### src/hdl/rename_pkg.sv
package rename_pkg;

    localparam int ARCH_REGS = 16;
    localparam int PHYS_REGS = 32;
    localparam int DATA_W = 32;
    localparam int ARCH_W = $clog2(ARCH_REGS);
    localparam int PHYS_W = $clog2(PHYS_REGS);

    // low physical registers carry the committed state out of reset
    localparam logic [PHYS_REGS-1:0] RESET_USED =
        {{(PHYS_REGS - ARCH_REGS){1'b0}}, {ARCH_REGS{1'b1}}};

    typedef logic [ARCH_W-1:0] arch_tag_t;
    typedef logic [PHYS_W-1:0] phys_tag_t;
    typedef logic [DATA_W-1:0] data_t;

    // one micro-op from rename
    typedef struct packed {
        logic      update;
        arch_tag_t src1;
        arch_tag_t src2;
        arch_tag_t dest;
    } uop_req_t;

    // result ring write
    typedef struct packed {
        logic      update;
        phys_tag_t tag;
        data_t     value;
    } ring_wr_t;

    // reorder buffer commit
    typedef struct packed {
        logic      update;
        arch_tag_t arch;
        phys_tag_t phys;
        phys_tag_t free_tag;
    } rob_commit_t;

    typedef struct packed {
        phys_tag_t tag;
        data_t     value;
        logic      rdy;
    } src_read_t;

endpackage
### src/hdl/rename_regfile.sv
`timescale 1ns/1ns

module rename_regfile (
    input  logic                    clk,
    input  logic                    rst_n,
    input  rename_pkg::uop_req_t    uop,
    input  rename_pkg::ring_wr_t    ring,
    input  rename_pkg::rob_commit_t commit,
    input  logic                    rollback,
    output rename_pkg::src_read_t   src1,
    output rename_pkg::src_read_t   src2,
    output rename_pkg::phys_tag_t   dest_phys,
    output rename_pkg::phys_tag_t   dest_oldphys,
    output logic                    none_free
);

    import rename_pkg::*;

    logic      accept;
    logic      accept_d;
    phys_tag_t next_free;
    phys_tag_t map_src1;
    phys_tag_t map_src2;
    phys_tag_t map_old;

    // stage register between lookup and value read
    phys_tag_t stg_src1;
    phys_tag_t stg_src2;
    phys_tag_t stg_dest;
    phys_tag_t stg_old;

    // a micro-op with no free register is dropped
    assign accept = uop.update & ~none_free;

    always_ff @(posedge clk) begin
        if (!rst_n) begin
            accept_d <= 1'b0;
        end else begin
            accept_d <= accept;
        end
    end

    always_ff @(posedge clk) begin
        if (accept) begin
            stg_src1 <= map_src1;
            stg_src2 <= map_src2;
            stg_dest <= next_free;
            stg_old <= map_old;
        end
    end

    // destination tags appear with the source reads
    always_ff @(posedge clk) begin
        if (!rst_n) begin
            dest_phys <= '0;
            dest_oldphys <= '0;
        end else if (accept_d) begin
            dest_phys <= stg_dest;
            dest_oldphys <= stg_old;
        end
    end

    arch_map_table amt0 (
        .clk(clk), .rst_n(rst_n), .accept(accept), .uop(uop), .new_phys(next_free),
        .commit(commit), .rollback(rollback),
        .src1_phys(map_src1), .src2_phys(map_src2), .dest_oldphys(map_old)
    );

    phys_regfile prf0 (
        .clk(clk), .rst_n(rst_n), .accept(accept), .accept_d(accept_d),
        .rd1_tag(stg_src1), .rd2_tag(stg_src2), .wr_tag(stg_dest),
        .ring(ring), .commit(commit), .rollback(rollback),
        .src1(src1), .src2(src2), .next_free(next_free), .none_free(none_free)
    );

endmodule

### src/hdl/phys_regfile.sv
`timescale 1ns/1ns

module phys_regfile (
    input  logic                    clk,
    input  logic                    rst_n,
    input  logic                    accept,
    input  logic                    accept_d,
    input  rename_pkg::phys_tag_t   rd1_tag,
    input  rename_pkg::phys_tag_t   rd2_tag,
    input  rename_pkg::phys_tag_t   wr_tag,
    input  rename_pkg::ring_wr_t    ring,
    input  rename_pkg::rob_commit_t commit,
    input  logic                    rollback,
    output rename_pkg::src_read_t   src1,
    output rename_pkg::src_read_t   src2,
    output rename_pkg::phys_tag_t   next_free,
    output logic                    none_free
);

    import rename_pkg::*;

    logic [PHYS_REGS-1:0] committed_used;
    phys_tag_t            tag1_q;
    phys_tag_t            tag2_q;
    data_t                val1;
    data_t                val2;
    logic                 rdy1;
    logic                 rdy2;

    // tags line up with the registered read data
    always_ff @(posedge clk) begin
        if (!rst_n) begin
            tag1_q <= '0;
            tag2_q <= '0;
        end else if (accept_d) begin
            tag1_q <= rd1_tag;
            tag2_q <= rd2_tag;
        end
    end

    assign src1 = '{tag: tag1_q, value: val1, rdy: rdy1};
    assign src2 = '{tag: tag2_q, value: val2, rdy: rdy2};

    phys_value_file pvf0 (
        .clk(clk), .rst_n(rst_n),
        .rd1_tag(rd1_tag), .rd2_tag(rd2_tag),
        .clear_tag(wr_tag), .clear_en(accept_d),
        .ring(ring), .rollback(rollback), .committed_used(committed_used),
        .rd1_val(val1), .rd2_val(val2), .rd1_rdy(rdy1), .rd2_rdy(rdy2)
    );

    free_list fl0 (
        .clk(clk), .rst_n(rst_n), .accept(accept), .commit(commit), .rollback(rollback),
        .next_free(next_free), .none_free(none_free), .committed_used(committed_used)
    );

endmodule

### src/hdl/phys_value_file.sv
`timescale 1ns/1ns

module phys_value_file (
    input  logic                               clk,
    input  logic                               rst_n,
    input  rename_pkg::phys_tag_t              rd1_tag,
    input  rename_pkg::phys_tag_t              rd2_tag,
    input  rename_pkg::phys_tag_t              clear_tag,
    input  logic                               clear_en,
    input  rename_pkg::ring_wr_t               ring,
    input  logic                               rollback,
    input  logic [rename_pkg::PHYS_REGS-1:0]   committed_used,
    output rename_pkg::data_t                  rd1_val,
    output rename_pkg::data_t                  rd2_val,
    output logic                               rd1_rdy,
    output logic                               rd2_rdy
);

    import rename_pkg::*;

    data_t                vals [PHYS_REGS];
    logic [PHYS_REGS-1:0] rdy_vec;
    logic [PHYS_REGS-1:0] rdy_nxt;

    // ring sets after the clear, rollback last
    always_comb begin
        rdy_nxt = rdy_vec;
        if (clear_en) begin
            rdy_nxt[clear_tag] = 1'b0;
        end
        if (ring.update) begin
            rdy_nxt[ring.tag] = 1'b1;
        end
        if (rollback) begin
            rdy_nxt = rdy_nxt | committed_used;
        end
    end

    always_ff @(posedge clk) begin
        if (!rst_n) begin
            for (int i = 0; i < PHYS_REGS; i++) begin
                vals[i] <= '0;
            end
            rdy_vec <= RESET_USED;
        end else begin
            rdy_vec <= rdy_nxt;
            if (ring.update) begin
                vals[ring.tag] <= ring.value;
            end
        end
    end

    // read ports load together with the clear of the new destination,
    // so a ring write at the same edge is not seen
    always_ff @(posedge clk) begin
        if (!rst_n) begin
            rd1_val <= '0;
            rd2_val <= '0;
            rd1_rdy <= 1'b0;
            rd2_rdy <= 1'b0;
        end else if (clear_en) begin
            rd1_val <= vals[rd1_tag];
            rd2_val <= vals[rd2_tag];
            rd1_rdy <= rdy_vec[rd1_tag];
            rd2_rdy <= rdy_vec[rd2_tag];
        end
    end

endmodule

### src/hdl/free_list.sv
`timescale 1ns/1ns

module free_list (
    input  logic                               clk,
    input  logic                               rst_n,
    input  logic                               accept,
    input  rename_pkg::rob_commit_t            commit,
    input  logic                               rollback,
    output rename_pkg::phys_tag_t              next_free,
    output logic                               none_free,
    output logic [rename_pkg::PHYS_REGS-1:0]   committed_used
);

    import rename_pkg::*;

    logic [PHYS_REGS-1:0] free_vec;
    logic [PHYS_REGS-1:0] free_nxt;
    logic [PHYS_REGS-1:0] used_nxt;

    // lowest set bit wins
    always_comb begin
        next_free = '0;
        for (int i = PHYS_REGS - 1; i >= 0; i--) begin
            if (free_vec[i]) begin
                next_free = phys_tag_t'(i);
            end
        end
    end

    assign none_free = ~|free_vec;

    always_comb begin
        free_nxt = free_vec;
        used_nxt = committed_used;
        if (rollback) begin
            free_nxt = ~committed_used;
        end else begin
            if (accept) begin
                free_nxt[next_free] = 1'b0;
            end
            if (commit.update) begin
                // retired mapping becomes committed, the one it replaced goes back
                free_nxt[commit.free_tag] = 1'b1;
                used_nxt[commit.phys] = 1'b1;
                used_nxt[commit.free_tag] = 1'b0;
            end
        end
    end

    always_ff @(posedge clk) begin
        if (!rst_n) begin
            free_vec <= ~RESET_USED;
            committed_used <= RESET_USED;
        end else begin
            free_vec <= free_nxt;
            committed_used <= used_nxt;
        end
    end

endmodule

### src/hdl/arch_map_table.sv
`timescale 1ns/1ns

module arch_map_table (
    input  logic                    clk,
    input  logic                    rst_n,
    input  logic                    accept,
    input  rename_pkg::uop_req_t    uop,
    input  rename_pkg::phys_tag_t   new_phys,
    input  rename_pkg::rob_commit_t commit,
    input  logic                    rollback,
    output rename_pkg::phys_tag_t   src1_phys,
    output rename_pkg::phys_tag_t   src2_phys,
    output rename_pkg::phys_tag_t   dest_oldphys
);

    import rename_pkg::*;

    // speculative map, updated at rename
    phys_tag_t spec_map [ARCH_REGS];
    // committed map, updated at retire
    phys_tag_t com_map [ARCH_REGS];

    // lookups see the map before this edge's rename
    assign src1_phys = spec_map[uop.src1];
    assign src2_phys = spec_map[uop.src2];
    assign dest_oldphys = spec_map[uop.dest];

    always_ff @(posedge clk) begin
        if (!rst_n) begin
            for (int i = 0; i < ARCH_REGS; i++) begin
                spec_map[i] <= phys_tag_t'(i);
            end
        end else if (rollback) begin
            for (int i = 0; i < ARCH_REGS; i++) begin
                spec_map[i] <= com_map[i];
            end
        end else if (accept) begin
            spec_map[uop.dest] <= new_phys;
        end
    end

    always_ff @(posedge clk) begin
        if (!rst_n) begin
            for (int i = 0; i < ARCH_REGS; i++) begin
                com_map[i] <= phys_tag_t'(i);
            end
        end else if (commit.update && !rollback) begin
            // rollback takes the whole edge, a commit beside it is dropped
            com_map[commit.arch] <= commit.phys;
        end
    end

endmodule

### config.mk
export PLATFORM = sky130hd
export DESIGN_NAME = rename_regfile
export DESIGN_NICKNAME = d
export VERILOG_FILES = /design/src/hdl/rename_pkg.sv /design/src/hdl/rename_regfile.sv /design/src/hdl/phys_regfile.sv /design/src/hdl/phys_value_file.sv /design/src/hdl/free_list.sv /design/src/hdl/arch_map_table.sv
export SDC_FILE = /design/constraint.sdc
export NUM_CORES = 2
export LEC_CHECK = 0
export CAP_MARGIN = 20
export CORE_UTILIZATION = 35
export CTS_CLUSTER_SIZE = 40
export DETAILED_ROUTE_END_ITERATION = 7
export DONT_BUFFER_PORTS = 1
export HOLD_SLACK_MARGIN = 0.02
export SLEW_MARGIN = 10
export SYNTH_ARGS = -nofsm -noshare
export SYNTH_HDL_FRONTEND = slang
export SYNTH_SLANG_ARGS = --single-unit
### constraint.sdc
create_clock -name clk -period 5 [get_ports clk]
set_input_delay 0 -clock clk [delete_from_list [all_inputs] [get_ports clk]]
set_output_delay 0 -clock clk [all_outputs]
set_load 0.01 [all_outputs]
Word-level counts from Yosys, hierarchy flattened

Memories as Yosys holds them, arrays and structs flattened. A register that Yosys moved wholly into a read port is not among the register bits.
Index checks and enable logic that the tools add are counted.

Flip-flop bits (word level): 124
Memory bits (writable): 1184
Bits of input ports: 69
Output and inout bits: 87
Logic and storage cells: 162
Memories: 3

$lt $le $gt $ge: 12
Multiplexer cells: 92
Bitwise logic cells: 29
Reduce and logical (&&, ||, !) cells: 15

Memories:

| name           | words | width | rd ports | clocked after memory_dff | wr ports | RTL line              | source |
|---|---|---|---|---|---|---|---|
| prf0.pvf0.vals | 32    | 32    | 2        | 2                        | 32       | phys_value_file.sv:21 | `data_t vals [PHYS_REGS];` |
| amt0.com_map   | 16    | 5     | 16       | 0                        | 16       | arch_map_table.sv:21  | `phys_tag_t com_map [ARCH_REGS];` |
| amt0.spec_map  | 16    | 5     | 3        | 3                        | 16       | arch_map_table.sv:19  | `phys_tag_t spec_map [ARCH_REGS];` |

Operators with widths:

| operator                                                          | number |
|---|---|
| 2-to-1 mux 32 bit                                                 | 8 |
| 2-to-1 mux 5 bit                                                  | 51 |
| inverter 32 bit                                                   | 4 |
| bitwise OR 32 bit                                                 | 4 |
| AND 32 bit                                                        | 3 |
| OR reduction 32 bit                                               | 2 |
| < comparator 5 x 6 -> 1 bit, second input constant                | 7 |
| demux 1 bit (select 5 bit)                                        | 5 |
| greater-or-equal comparator 5 x 1 -> 1 bit, second input constant | 5 |
| 2-to-1 mux 1 bit                                                  | 24 |
| bitwise OR 1 bit                                                  | 16 |
| binary-select mux 1 bit (select 5 bit)                            | 2 |
| OR reduction 5 bit                                                | 2 |
| 2-to-1 mux 4 bit                                                  | 2 |
| logical AND 1 bit                                                 | 6 |
| logical NOT 1 bit                                                 | 4 |
| AND reduction 2 bit                                               | 1 |
| AND 1 bit                                                         | 1 |
| inverter 1 bit                                                    | 1 |

Logic depth before layout (Yosys ltp)

Depth after elaboration: 43
Gate-level depth with buffers: 10
Depth with buffers taken out: 8

By module

Synthesis repeated with hierarchy kept, for this count alone.

Cell total of the unflattened synthesis: 6095
Area, all modules: 73137.6 um^2

Modules (own cells, without submodules):

| module          | times used | cells an instance | area each (um^2) | seq. area each (um^2) |
|---|---|---|---|---|
| phys_value_file | 1          | 4918              | 59832.4          | 32711.4 |
| arch_map_table  | 1          | 654               | 8545.7           | 4804.6 |
| free_list       | 1          | 435               | 3359.5           | 1281.2 |
| rename_regfile  | 1          | 55                | 1011.0           | 820.8 |
| phys_regfile    | 1          | 33                | 389.1            | 200.2 |

Worst setup path before layout

No wires, ideal clock.

Path type: input -> register
Start point: input ring[36] in the netlist's numbering
End point: memory prf0.pvf0.vals[18][0] in the netlist's numbering, enable pin
Library setup time: 0.466 ns
Data arrival time: 3.131 ns
Required time: 4.534 ns
Setup slack: 1.403 ns
Cell stages on the path: 4
Buffers on the path: 2
Path through: clkbuf_1 > or3b_2 > clkbuf_1 > o21ai_0

RTL lines:

| what            | RTL line              | source |
|---|---|---|
| start, declared | rename_regfile.sv:7   | `input rename_pkg::ring_wr_t ring,` |
| end, declared   | phys_value_file.sv:21 |  |

==> impl_metrics.py <==
metrics = {
    "outcome": {
        "status": "complete, no violations",
    },
    "placed_design": {
        "gp_congestion": 0.8999,
        "io_buffers": 0,
        "place_ws_ns": 1.903,
        "dpl.cell_count": 7062,
        "dpl.hpwl_um": 149800,
        "place_area_sq_um": 74350,
    },
    "clock_network": {
        "cts_max_level": 4,
        "clkTransAtPathRegs_ns": 0.06,
        "cts_resized": 0,
        "cts_root_buffer": "clkbuf_16",
        "cts_made_buffers": 151,
        "cts_buffer_depth": 3,
        "worstSkewPairLatency_ns": 0.81,
        "cts.sink_count": 1387,
        "cts_tree": "done",
    },
    "grt": {
        "grt_usage_pct": 23.75,
        "antenna_found_initial": 49,
        "overflow": 0,
        "grt_max_degree": 157,
        "grt_first_pass_wirelength_um": 345600,
        "grt_pass1_vias": 44662,
    },
    "routing": {
        "vias": 45366,
        "wl_met2_um": 115200,
        "routed_wl_um": 245800,
        "ant_nets": 0,
        "drc_errors": 0,
        "firstDrtPassIters": 6,
        "via_per_inst": 6.063,
        "drt-met1-wl_um": 95580,
        "drt_iter0_drc": 6378,
        "routed.top_layer": "met5",
        "wl_per_cell_um": 32.85,
        "dr_wl_met3_um": 25330,
    },
    "yosys": {
        "ys_types": 63,
        "synth-seq-cells": 1387,
        "synth_area_per_cell_sq_um": 14.94,
        "yosys_warnings": 0,
        "synthArstFlopShare_pct": 0,
        "synth_edf_count": 1204,
        "synthCells": 4756,
        "synth_ff_type": "edfxtp_1",
        "synth_fp_nets": 4825,
        "ys_seq_area_share_pct": 56.05,
        "netlist_area_sq_um": 71040,
    },
    "worst_setup_path": {
        "rr_startpoint": "prf0.fl0.free_vec[11]",
        "required_ns": 5.65,
        "rrSetupSlack_ns": 1.29,
        "crit_arrival_ns": 4.61,
        "reg2reg_to": "prf0.fl0.free_vec[23]",
        "critPathLaunch": "rst_n",
        "critPathMaxFanout": 156,
        "critPathKind": "input pin to flip-flop",
        "endpoint": "prf0.pvf0.vals[13][8]",
        "endpoint_kind": "flip-flop",
        "startpoint_type": "input pin",
        "r2r_cells": 9,
    },
    "sta": {
        "hold_viol": 0,
        "fin_tns_setup_ns": 0,
        "setup_viol": 0,
        "finalCriticalPeriod_ns": 3.955,
        "tightestPinTransition_ns": 1.217,
        "fmax_mhz": 252.8,
        "fin_crit_sh_pct": 79.10,
        "slew_headroom_pct": 18.55,
        "finalClockSkew_ns": 0.03306,
        "rsz0062_at_grt": "false",
        "layout_setup_ws_ns": 1.045,
        "drv_slew": 0,
    },
    "floorplan": {
        "die_w_um": 452.5,
        "initial_core_util_pct": 35.40,
        "coreArea_sq_um": 200700,
        "die-height_um": 452.5,
        "ioPinCount": 156,
        "die_area_sq_um": 204800,
        "rows": 164,
    },
    "finish": {
        "fin_cells": 7482,
        "final_cell_mix": "edfxtp_1, and2_1, mux4_2, dfxtp_1, o21ai_0",
        "drive_gt1_share_pct": 25.03,
        "layout_commonest_cell": "edfxtp_1",
        "stdcell_area_sq_um": 80740,
        "final_nets": 4751,
        "areaGrowthSynthToFinish_pct": 13.65,
    },
    "hold_path": {
        "min_path_type": "input pin to flip-flop",
    },
    "pwr": {
        "ir_drop_uv": 343.6,
        "powerDensity_nw_per_um2": 366.8,
        "power_mw": 29.62,
        "p_leak_nw": 26.90,
    },
    "flow_run": {
        "maxCapViolCount": 0,
    },
}
stage by stage:
stage                     hold slack [ns]  utilization, %
after floorplan                    0.1663               -
final                             0.07700           40.23
after CTS                         0.02504           40.11
after detailed placement           0.1196           37.05
after global placement             0.1162           37.03
after global routing              0.05215           40.22
registers in the layout (all words and copies together) (netlist names), 32 cells and up:
register                 flops
prf0.pvf0.rdy_vec           32
amt0.spec_map               80
prf0.pvf0.rd1_val           32
prf0.pvf0.rd2_val           32
prf0.fl0.committed_used     32
amt0.com_map                80
prf0.fl0.free_vec           32
prf0.pvf0.vals            1024
Yosys cell counts, drive strengths merged, types with 19 or more instances:
library cell / n / area share (%)
or3: 24 / 0.22
dfxtp: 183 / 5.2
mux2i: 116 / 1.6
inv: 24 / 0.13
and2: 1038 / 9.1
a31oi: 19 / 0.17
a21oi: 131 / 0.92
clkbuf: 371 / 2.0
edfxtp: 1204 / 51
nor4: 21 / 0.21
nor2: 164 / 0.87
nand2: 175 / 0.92
o21ai: 213 / 1.5
buf: 106 / 0.70
nor3: 49 / 0.35
nand3b: 27 / 0.29
nand3: 24 / 0.18
mux4: 735 / 23
worst max-delay path, stage by stage:
cell           delay (ns)
dlygate4sd3_1        0.84
buf_16               0.67
inv_2                0.40
nor2_1               0.23
nand3_1              0.63
nor2_4               1.00
buf_4                0.47
and2_1               0.18
kinds of logic (layout without fill, tap and decap cells):
kind of cell	after synthesis	count (layout)	share of synthesized area, %
other	0	19	0
and+or+nand+nor	1584	1584	12.78
DFF	1387	1387	56.05
muxes	851	851	24.94
buffers and inverters	503	554	2.793
AOI/OAI and AO/OA	431	431	3.436
worst min-delay path by stage:
stage | from | end | slack (ns) | cells after the start
floorplan | commit[6] | prf0.fl0.committed_used[30] | 0.17 | 2
global placement | rollback | prf0.fl0.free_vec[26] | 0.12 | 1
detailed placement | rollback | prf0.fl0.free_vec[23] | 0.12 | 1
CTS | uop[10] | stg_src1[4] | 0.03 | 2
global route | uop[10] | stg_src1[4] | 0.05 | 2
finish | uop[10] | stg_src1[4] | 0.08 | 2
metal layers:
metal,track usage (%),vias up
met4,8.819,14
met5,0.06996,-
met3,5.045,571
li1,-,18225
met2,37.62,2913
met1,32.04,23643
where the power goes:
| group | internal, mW | total (mW) | leakage (nW) | switching [mW] |
|---|---|---|---|---|
| clock network | 6.52 | 11.5 | 2.44 | 4.94 |
| registers | 13.2 | 13.7 | 13.0 | 0.509 |
| logic | 2.11 | 4.41 | 11.4 | 2.30 |
final cells by class:
cell class / instances / area [sq um]
fillers: 18198 / 119900
flip-flops and latches: 1387 / 39820
multi-input cells: 2866 / 29790
clock buffers: 193 / 4061
well taps: 2656 / 3323
repair buffers: 250 / 2680
clock inverters: 85 / 918.4
inverters: 26 / 97.59
diodes: 19 / 47.55
repair_timing:
item,CTS,global route
endpoints found under the hold margin,2005,0
setup buffers,0,0
hold buffers,114,0
endpoints found under the setup margin,0,0
Power figures use the tool's default switching activity.
